**src/calc_pkg.sv**
```systemverilog
package calc_pkg;

    // keypad timing, kept short so simulation stays fast
    localparam int SCAN_CYCLES     = 8;    // clocks each column is driven
    localparam int DEBOUNCE_CYCLES = 20;   // clocks a row level must hold
    localparam int ENTRY_DIGITS    = 4;    // digits accepted per operand

    // counter widths that follow from the constants above
    localparam int SCAN_CNT_W  = $clog2(SCAN_CYCLES);
    localparam int DEB_CNT_W   = $clog2(DEBOUNCE_CYCLES);
    localparam int DIGIT_CNT_W = $clog2(ENTRY_DIGITS + 1);

    // operator code sent from scanner to controller
    typedef enum logic [2:0] {
        OP_NONE = 3'd0,
        OP_NEG  = 3'd1,  // sign toggle, only touches the entry
        OP_ADD  = 3'd2,
        OP_SUB  = 3'd3,
        OP_MUL  = 3'd4
    } op_t;

    // scanner FSM, also exported on input_state
    typedef enum logic [2:0] {
        IDLE                = 3'd0,  // one cycle before scanning resumes
        SCAN_COL            = 3'd1,
        WAIT_STABLE         = 3'd2,  // press debounce
        CONFIRM             = 3'd3,  // key presented, waiting for key_read
        WAIT_RELEASE        = 3'd4,
        WAIT_RELEASE_STABLE = 3'd5   // release debounce
    } scan_state_t;

    // controller sequencing
    typedef enum logic [1:0] {
        READY = 2'd0,
        ACK   = 2'd1,
        DONE  = 2'd2
    } calc_state_t;

endpackage

```
**src/keypad_scanner.sv**
```systemverilog
`timescale 1ns/1ps

module keypad_scanner import calc_pkg::*; (
    input  logic        clk,
    input  logic        nRST,
    input  logic [3:0]  row_in,          // pulled up, low when a key in the driven column is down
    input  logic        key_read,        // ack pulse from the controller
    output logic [3:0]  col_out,         // one column driven low at a time
    output logic        read_input,      // one pulse per accepted digit
    output logic [3:0]  keypad_input,    // digit value 0..9
    output op_t         operator_input,  // held while in CONFIRM
    output logic        equal_input,     // held while in CONFIRM
    output logic        key_pressed,
    output scan_state_t input_state
);

    scan_state_t state, next_state;

    logic [1:0]            col_index;   // column currently driven low
    logic [SCAN_CNT_W-1:0] scan_cnt;
    logic [DEB_CNT_W-1:0]  deb_cnt;
    logic                  deb_done;
    logic [3:0]            row_meta, row_sync;

    // key position and its decode
    logic [1:0] key_row;
    logic [3:0] key_pos;                 // 4*row + col
    logic [3:0] dec_digit;
    op_t        dec_op;
    logic       dec_equal;
    logic       dec_is_digit;
    logic       dec_pound;

    // two flop row synchronizer, idles high like the pull-ups
    always_ff @(posedge clk or negedge nRST) begin
        if (!nRST) begin
            row_meta <= 4'b1111;
            row_sync <= 4'b1111;
        end else begin
            row_meta <= row_in;
            row_sync <= row_meta;
        end
    end

    assign key_pressed = ~&row_sync;     // any row pulled low
    assign input_state = state;
    assign deb_done    = (deb_cnt == DEB_CNT_W'(DEBOUNCE_CYCLES - 1));

    always_comb begin
        col_out            = 4'b1111;
        col_out[col_index] = 1'b0;
    end

    // lowest low row wins if several are down
    always_comb begin
        if (!row_sync[0])
            key_row = 2'd0;
        else if (!row_sync[1])
            key_row = 2'd1;
        else if (!row_sync[2])
            key_row = 2'd2;
        else
            key_row = 2'd3;
    end

    assign key_pos = {key_row, col_index};

    // column 3 holds the operators, row 3 has equals, 0 and pound
    assign dec_is_digit = (key_pos[1:0] != 2'd3) &&
                          ((key_pos[3:2] != 2'd3) || (key_pos[1:0] == 2'd1));
    assign dec_pound    = (key_pos == 4'hE);

    always_comb begin
        dec_digit = 4'd0;
        dec_op    = OP_NONE;
        dec_equal = 1'b0;
        case (key_pos)
            4'h0: dec_digit = 4'd1;
            4'h1: dec_digit = 4'd2;
            4'h2: dec_digit = 4'd3;
            4'h3: dec_op    = OP_ADD;
            4'h4: dec_digit = 4'd4;
            4'h5: dec_digit = 4'd5;
            4'h6: dec_digit = 4'd6;
            4'h7: dec_op    = OP_SUB;
            4'h8: dec_digit = 4'd7;
            4'h9: dec_digit = 4'd8;
            4'hA: dec_digit = 4'd9;
            4'hB: dec_op    = OP_MUL;
            4'hC: dec_equal = 1'b1;
            4'hD: dec_digit = 4'd0;
            4'hF: dec_op    = OP_NEG;
            default: ;                   // pound, decodes to nothing
        endcase
    end

    always_comb begin
        next_state = state;
        case (state)
            IDLE:     next_state = SCAN_COL;
            SCAN_COL: next_state = key_pressed ? WAIT_STABLE : SCAN_COL;
            WAIT_STABLE: begin
                if (!key_pressed)
                    next_state = SCAN_COL;   // bounce or stale rows after a column change
                else if (deb_done)
                    next_state = dec_pound ? WAIT_RELEASE : CONFIRM;
            end
            CONFIRM:      next_state = key_read ? WAIT_RELEASE : CONFIRM;
            WAIT_RELEASE: next_state = key_pressed ? WAIT_RELEASE : WAIT_RELEASE_STABLE;
            WAIT_RELEASE_STABLE: begin
                if (key_pressed)
                    next_state = WAIT_RELEASE;  // release bounced, start over
                else if (deb_done)
                    next_state = IDLE;
            end
            default: next_state = IDLE;
        endcase
    end

    always_ff @(posedge clk or negedge nRST) begin
        if (!nRST) begin
            state          <= IDLE;
            col_index      <= 2'd0;
            scan_cnt       <= '0;
            deb_cnt        <= '0;
            read_input     <= 1'b0;
            keypad_input   <= 4'd0;
            operator_input <= OP_NONE;
            equal_input    <= 1'b0;
        end else begin
            state      <= next_state;
            read_input <= 1'b0;          // only high on the accept cycle

            // column only moves while scanning, so a held key freezes it
            if (state == SCAN_COL && next_state == SCAN_COL) begin
                if (scan_cnt == SCAN_CNT_W'(SCAN_CYCLES - 1)) begin
                    scan_cnt  <= '0;
                    col_index <= col_index + 2'd1;
                end else begin
                    scan_cnt <= scan_cnt + 1'b1;
                end
            end

            // shared by press and release debounce, restarts on any state change
            if (next_state != state)
                deb_cnt <= '0;
            else if (state == WAIT_STABLE || state == WAIT_RELEASE_STABLE)
                deb_cnt <= deb_cnt + 1'b1;

            // press accepted: present the key
            if (state == WAIT_STABLE && key_pressed && deb_done) begin
                keypad_input   <= dec_digit;
                operator_input <= dec_op;
                equal_input    <= dec_equal;
                read_input     <= dec_is_digit;
            end

            // levels drop once acked so the controller sees them once
            if (state == CONFIRM && key_read) begin
                operator_input <= OP_NONE;
                equal_input    <= 1'b0;
            end

            if (state == WAIT_RELEASE_STABLE && next_state == IDLE)
                keypad_input <= 4'd0;
        end
    end

endmodule

```
**src/calc_controller.sv**
```systemverilog
`timescale 1ns/1ps

module calc_controller import calc_pkg::*; (
    input  logic               clk,
    input  logic               nRST,
    input  logic               read_input,      // digit strobe from scanner
    input  logic [3:0]         keypad_input,
    input  op_t                operator_input,  // level, cleared by scanner after ack
    input  logic               equal_input,     // level, cleared by scanner after ack
    output logic               key_read,
    output logic signed [31:0] entry,
    output logic signed [31:0] result,
    output logic               result_valid
);

    calc_state_t state;

    logic signed [31:0]     acc;        // left operand
    op_t                    pend_op;    // operator waiting for equals
    logic                   neg;        // entry sign, kept apart so -0 remembers it
    logic [DIGIT_CNT_W-1:0] digit_cnt;

    logic signed [31:0] digit_val;
    logic signed [31:0] entry_x10;
    logic signed [31:0] calc_val;
    logic               digit_room;

    assign key_read     = (state == ACK);
    assign result_valid = (state == DONE);

    assign digit_val  = {28'd0, keypad_input};
    assign entry_x10  = entry * 32'sd10;
    assign digit_room = (digit_cnt < DIGIT_CNT_W'(ENTRY_DIGITS));

    // accumulator op entry, wraps at 32 bits
    always_comb begin
        case (pend_op)
            OP_ADD:  calc_val = acc + entry;
            OP_SUB:  calc_val = acc - entry;
            OP_MUL:  calc_val = acc * entry;
            default: calc_val = entry;   // equals without operator
        endcase
    end

    always_ff @(posedge clk or negedge nRST) begin
        if (!nRST) begin
            state     <= READY;
            entry     <= '0;
            result    <= '0;
            acc       <= '0;
            pend_op   <= OP_NONE;
            neg       <= 1'b0;
            digit_cnt <= '0;
        end else begin
            case (state)
                READY: begin
                    // act on the key here, ACK only answers the scanner
                    if (read_input) begin
                        state <= ACK;
                        if (digit_room) begin
                            // new digit follows the sign already on the entry
                            entry     <= neg ? (entry_x10 - digit_val) : (entry_x10 + digit_val);
                            digit_cnt <= digit_cnt + 1'b1;
                        end
                    end else if (equal_input) begin
                        state     <= ACK;
                        result    <= calc_val;
                        entry     <= '0;
                        acc       <= '0;
                        pend_op   <= OP_NONE;
                        neg       <= 1'b0;
                        digit_cnt <= '0;
                    end else if (operator_input == OP_NEG) begin
                        state <= ACK;
                        entry <= -entry;
                        neg   <= ~neg;
                    end else if (operator_input != OP_NONE) begin
                        state     <= ACK;
                        acc       <= entry;  // later operator replaces an earlier one
                        pend_op   <= operator_input;
                        entry     <= '0;
                        neg       <= 1'b0;
                        digit_cnt <= '0;
                    end
                end
                // equal_input is still held during the ack cycle
                ACK:     state <= equal_input ? DONE : READY;
                DONE:    state <= READY;     // result_valid high here
                default: state <= READY;
            endcase
        end
    end

endmodule

```
**src/calc_top.sv**
```systemverilog
`timescale 1ns/1ps

module calc_top import calc_pkg::*; (
    input  logic               clk,
    input  logic               nRST,
    input  logic [3:0]         row_in,
    output logic [3:0]         col_out,
    output logic signed [31:0] entry,
    output logic signed [31:0] result,
    output logic               result_valid,
    output logic               key_pressed,
    output scan_state_t        input_state
);

    // scanner to controller
    logic       read_input;
    logic [3:0] keypad_input;
    op_t        operator_input;
    logic       equal_input;
    logic       key_read;           // back to scanner

    keypad_scanner scanner_i (
        .clk            (clk),
        .nRST           (nRST),
        .row_in         (row_in),
        .key_read       (key_read),
        .col_out        (col_out),
        .read_input     (read_input),
        .keypad_input   (keypad_input),
        .operator_input (operator_input),
        .equal_input    (equal_input),
        .key_pressed    (key_pressed),
        .input_state    (input_state)
    );

    calc_controller controller_i (
        .clk            (clk),
        .nRST           (nRST),
        .read_input     (read_input),
        .keypad_input   (keypad_input),
        .operator_input (operator_input),
        .equal_input    (equal_input),
        .key_read       (key_read),
        .entry          (entry),
        .result         (result),
        .result_valid   (result_valid)
    );

endmodule

```
**config.mk**
```make
export PLATFORM = sky130hd
export DESIGN_NAME = calc_top
export DESIGN_NICKNAME = d
export VERILOG_FILES = /design/src/calc_pkg.sv /design/src/keypad_scanner.sv /design/src/calc_controller.sv /design/src/calc_top.sv
export SDC_FILE = /design/constraint.sdc
export NUM_CORES = 2
export LEC_CHECK = 0
export CAP_MARGIN = 20
export CELL_PAD_IN_SITES_DETAIL_PLACEMENT = 0
export CELL_PAD_IN_SITES_GLOBAL_PLACEMENT = 2
export CORE_AREA = 2 2 292 237
export DETAILED_ROUTE_END_ITERATION = 10
export DIE_AREA = 0 0 294 239
export DONT_BUFFER_PORTS = 1
export GPL_ROUTABILITY_DRIVEN = 0
export GPL_TIMING_DRIVEN = 0
export PLACE_DENSITY = 0.88
export SKIP_LAST_GASP = 1
export SLEW_MARGIN = 15
export SYNTH_ARGS = -nofsm -noshare
export SYNTH_HDL_FRONTEND = slang
export SYNTH_SLANG_ARGS = --single-unit
```
**constraint.sdc**
```tcl
create_clock -name clk -period 9.45 [get_ports clk]
set_input_delay 2.3625 -clock clk [delete_from_list [all_inputs] [get_ports clk]]
set_output_delay 2.3625 -clock clk [all_outputs]
set_load 0.05 [all_outputs]
```
# After elaboration in Yosys (flattened, before gate mapping)
# Index checks and enable logic that the tools add are counted.
# word_totals
input_bits,6
mem_bits_ro,0
elab_cells,153
memories,0
regBits,135
out_inout_bits,73
mem_bits_rw,0
latchBits,0
# op_classes
magnitude_cmp,3
n_reduce_logical,29
bitwise_logic,3
shifts,0
n_eq_ne,36
mux,54
multipliers,2
n_div,0
add_sub_neg,9
# ops
operator,count
32-bit two-way mux,9
32-bit one-hot mux with 3 select lines,1
3-bit two-way mux,17
4-bit one-hot mux with 9 select lines,1
32-bit adder,1
32-bit by 5-bit adder with 32-bit output,1
32-bit by 32-bit multiplier with 32-bit output,1
"32-bit by 4-bit multiplier with 31-bit output, second input constant",1
32-bit negator,1
32-bit subtractor,1
32-bit by 5-bit subtractor with 32-bit output,1
"4-bit == test, second input constant",7
3-bit one-hot mux with 6 select lines,1
"4-bit by 3-bit == test with 1-bit output, second input constant",4
2-bit two-way mux,8
"3-bit by 2-bit == test with 1-bit output, second input constant",4
"3-bit == test, second input constant",4
3-bit one-hot mux with 4 select lines,1
4-bit AND reduction,3
1-bit two-way mux,10
5-bit two-way mux,2
"3-bit by 1-bit == test with 1-bit output, second input constant",3
3-bit AND reduction,3
3-bit nonzero test,3
other kinds (30),48

# Logic depth before layout (Yosys ltp)
# depth
ltp_word,11
ltp_mapped,30
mapped_depth_nobuf,27

# Modules after synthesis
# From an unflattened synthesis, not the netlist that was laid out.
# hier_totals
cells_unflattened,3277
area_unflattened_um2,28145.7
# by_module_without_submodules
mod,area_per_inst_um2,cells_per_inst,seq_area_each_um2,n_inst
calc_controller,26598.0,3130,2627.5,1
keypad_scanner,1547.7,147,760.7,1

# Worst setup path before layout
# No wires, ideal clock.
# synth_timing
kind,reg-to-reg
startpoint,register controller_i.entry[8]
endpoint,register controller_i.result[29]
path_stages_with_launch,29
t_arrival_ps,7445
setup_ps,134
required_time_ps,9316
path_buffers,2
synth_period_minus_slack_ps,7578
path_slack_ps,1872
cell_sequence,dfrtp_1 clkbuf_1 clkbuf_1 nand2_1 fa_1 inv_1 fa_1 fa_1 inv_1 fa_1 inv_1 fa_1 inv_1 fa_1 inv_1 fa_1 fa_1 ha_1 and3_1 a221o_1 nand2_1 o22a_1 nor2b_1 o31ai_1 a41oi_1 nor2b_1 xnor2_1 a221oi_1 o21ai_0
# synth_via
elab_chain_cells,2
elab_cells_between_ends,4
cone_classes,add/sub (2); mul (1); mux (1)
# synth_rtl
item,line,rtl
"start, declared",calc_controller.sv:11,"output logic signed [31:0] entry,"
"start signal, assigned",calc_controller.sv:62,entry <= neg ? (entry_x10 - digit_val) : (entry_x10 + digit_val);
"start signal, assigned",calc_controller.sv:75,entry <= -entry;
"32-bit by 32-bit multiplier with 32-bit output, or another cell as far along",calc_controller.sv:40,OP_MUL: calc_val = acc * entry;
32-bit one-hot mux with 3 select lines *,calc_controller.sv:37,case (pend_op)
"end signal, assigned",calc_controller.sv:67,result <= calc_val;
"end, declared",calc_controller.sv:12,"output logic signed [31:0] result,"
# Mark *: on every way between the ends. The rest lies on a longest branch, timed or not.
# A chain may end at the register's enable or synchronous reset.

# Worst setup path in the final report
# layout_timing
startpoint,register controller_i.entry[0]
endpoint,register controller_i.result[22]
# The elaborated chain is that of the path after synthesis.

==> qor.yml <==
yosysTopAreaCell: "fa_1"
cts_root_buf: "clkbuf_16"
overflow: 0
wl_per_cell_um: 25.1
routed_wl_um: 105000
max_freq_mhz: 109
postPlaceCellArea_mm2: 0.0292
netlist_area_mm2: 0.0280
hold_buffers: 0
synth.area.top_cells: "fa_1 29%, dfrtp_1 11%, ha_1 11%"
worstSetupPathType: "reg2reg"
arrival_ns: 9.47
met2_length_um: 39300
p_per_area_mw_per_mm2: 45.5
via_per_inst: 5.69
yosys_warnings: 0
cap_violations: 0
postRouteAntennaNets: 0
reg2reg_to: "controller_i.result[22]"
r2r-start: "controller_i.entry[0]"
cts-htree-levels: 4
leakagePower_uw: 0.0143
crit_path_top_delay_cell: "clkbuf_1"
drt_drc_violations_left: 0
grt_util_all_layers: 0.306
final_cell_mix: "460 x inv_1, 412 x fa_1, 361 x and2_1"
fillerInstances: 6774
port_buffers: 0
synth_cell_type_count: 82
ys_seq_area_frac: 0.121
clockBufferDepth: 2
synthCells: 3254
vdd_drop_max_mv: 0.126
design_area_mm2: 0.0299
drt_iter0_markers: 2371
syn-num-nets: 3924
crit_top_cell: "fa_1"
dpl.hpwl_um: 84300
synth_top_area_share: 0.294
grt_start_max_net_pins: 136
die_x_um: 294
hold_path.class: "reg2reg"
post-route-util: 0.441
grt_pass1_vias: 23600
whs_ns: 0.355
tightest_slew_ns: 1.21
cts_setup_buffers: 0
finalSetupViolCount: 0
cts_tree: "built"
endpoint: "controller_i.result[22]"
clkTransAtPathRegs_ns: 0.07
cts_inserted_buffers: 17
async_flop_share: 1.00
critPathLaunch: "controller_i.entry[0]"
relSlewSlack: 0.191
firstDrtPassIters: 8
placementRows: 86
grt_pass1_wl_um: 158000
postSynthAreaPerCell_um2: 8.62
synth_seq_cells: 135
die_h_um: 239
synth-main-ff-cell: "dfrtp_1"
r2r_setup_slack_ns: 0.28
rsz0062_at_grt: "no"
maxUsedRoutingLayer: "met5"
core_mm2: 0.0677
dieArea_mm2: 0.0703
status: "finished clean"
drive_gt1_frac: 0.0334
met3_length_um: 14400
finalCritPeriodShare: 0.971
antenna_found_initial: 8
nets: 3947
startpoint_type: "flop"
required_ns: 9.74
io_pins: 79
layout_commonest_cell: "inv_1"
finalPower_uw: 1360
synth_edf_count: 0
drv_slew: 0
wl_met1_um: 47700
skew_ns: 0.00994
post-route-min-period_ns: 9.17
hold_viol_final: 0
num_vias: 23700
initial_core_util: 0.414
cpPeakStageDelay_ns: 0.73
worstSkewPairLatency_ns: 0.46
syn_to_final_growth_pct: 6.47
critPathCaptureType: "flop"
r2r_cells: 24
cts_sinks: 135
cp_max_fo: 10
path_cells: "clkbuf_2 > clkbuf_1 > and2_1 > ha_1 > fa_1 > inv_1 > fa_1 > fa_1 > inv_1 > fa_1 > inv_1 > fa_1 > inv_1 > fa_1 > fa_1 > ha_1 > and3_1 > a221o_1 > a21oi_1 > a21boi_0 > xor2_1 > nor2_1 > a221oi_1 > o21ai_0"
[worst max-delay path: cells and delay by family, from the launching register on]
kind	cells	cell delay [ns]
buffers and inverters	6	1.47
flip-flops	1	0.70
AND/OR/NAND/NOR	3	0.55
adder cells (fa/ha/maj)	9	4.07
XOR/XNOR	1	0.41
AO/OA/AOI/OAI	5	1.79
[through the flow]
| stage | worst slack, ns | cells | setup TNS (ns) |
|---|---|---|---|
| after CTS | 0.0921 | 4170 | 0 |
| after detailed placement | -0.542 | 4138 | -2.37 |
| after floorplan | 1.87 | 3254 | 0 |
| after global placement | -1.48 | 4134 | -11.30 |
| final | 0.275 | 4172 | 0 |
| after global routing | 0.0138 | 4170 | 0 |
[Yosys cell counts, types with 31 or more instances]
master and n:
a21o_1 31, xor2_1 63, xnor2_1 137, o21ai_0 133, and2_1 361, ha_1 252
inv_1 460, fa_1 412, a21oi_1 108, dfrtp_1 127, nor3_1 47, nand2_1 349
nand2b_1 49, nor2_1 137, clkbuf_1 173
[final cells by class]
class,instances,area [µm²],area share
Clock buffer,18,429,0.0144
Sequential cell,135,3400,0.114
Antenna cell,2,5.00,0.000168
Timing Repair Buffer,5,88.8,0.00298
Clock inverter,14,141,0.00474
Buffer,180,703,0.0236
Multi-Input combinational cell,2478,22300,0.746
Tap cell,880,1100,0.0369
Inverter,460,1730,0.0578
[logic make-up after synthesis]
kind of cell	share of synthesized area
AND/OR/NAND/NOR	0.203
adder cells (fa/ha/maj)	0.407
buffers and inverters	0.0861
AO/OA/AOI/OAI	0.116
XOR/XNOR	0.0630
flip-flops	0.121
multiplexers	0.00437
[how the worst min path moves through the flow]
| stage | endpoint | slack (ns) | startpoint | cells after the start |
|---|---|---|---|---|
| after detailed placement | scanner_i.row_sync[3] | 0.35 | scanner_i.row_meta[3] | 0 |
| after floorplan | scanner_i.row_sync[0] | 0.35 | scanner_i.row_meta[0] | 0 |
| after global placement | scanner_i.row_sync[2] | 0.35 | scanner_i.row_meta[2] | 0 |
| after global routing | scanner_i.row_sync[0] | 0.36 | scanner_i.row_meta[0] | 0 |
| final | scanner_i.row_sync[0] | 0.35 | scanner_i.row_meta[0] | 0 |
| after CTS | scanner_i.row_sync[0] | 0.36 | scanner_i.row_meta[0] | 0 |
[layer usage]
layer / vias up / track usage
li1: 10500 / -
met1: 11800 / 0.459
met2: 1261 / 0.405
met3: 154 / 0.113
met4: 4 / 0.0807
met5: - / 0
[sequential cells by signal (all words and copies together) (netlist names), 2 cells and up]
signal and cells:
controller_i.acc 32, controller_i.digit_cnt 3, controller_i.entry 32, controller_i.pend_op 3, controller_i.result 32, controller_i.state 2, scanner_i.col_index 2, scanner_i.deb_cnt 5
scanner_i.input_state 3, scanner_i.keypad_input 4, scanner_i.operator_input 3, scanner_i.row_meta 4, scanner_i.row_sync 4, scanner_i.scan_cnt 3
[what timing repair did]
item / in CTS / in global routing
setup endpoints to repair: 10 / 11
gates resized for setup: 12 / 28
cloned: 0 / 0
[power breakdown]
part | leakage (µW) | internal [µW] | switching (µW)
sequential | 0.00184 | 591 | 29.2
combinational | 0.0122 | 24.4 | 39.6
clock | 0.000265 | 369 | 306
Note: power is estimated with default switching activity, not from simulation.
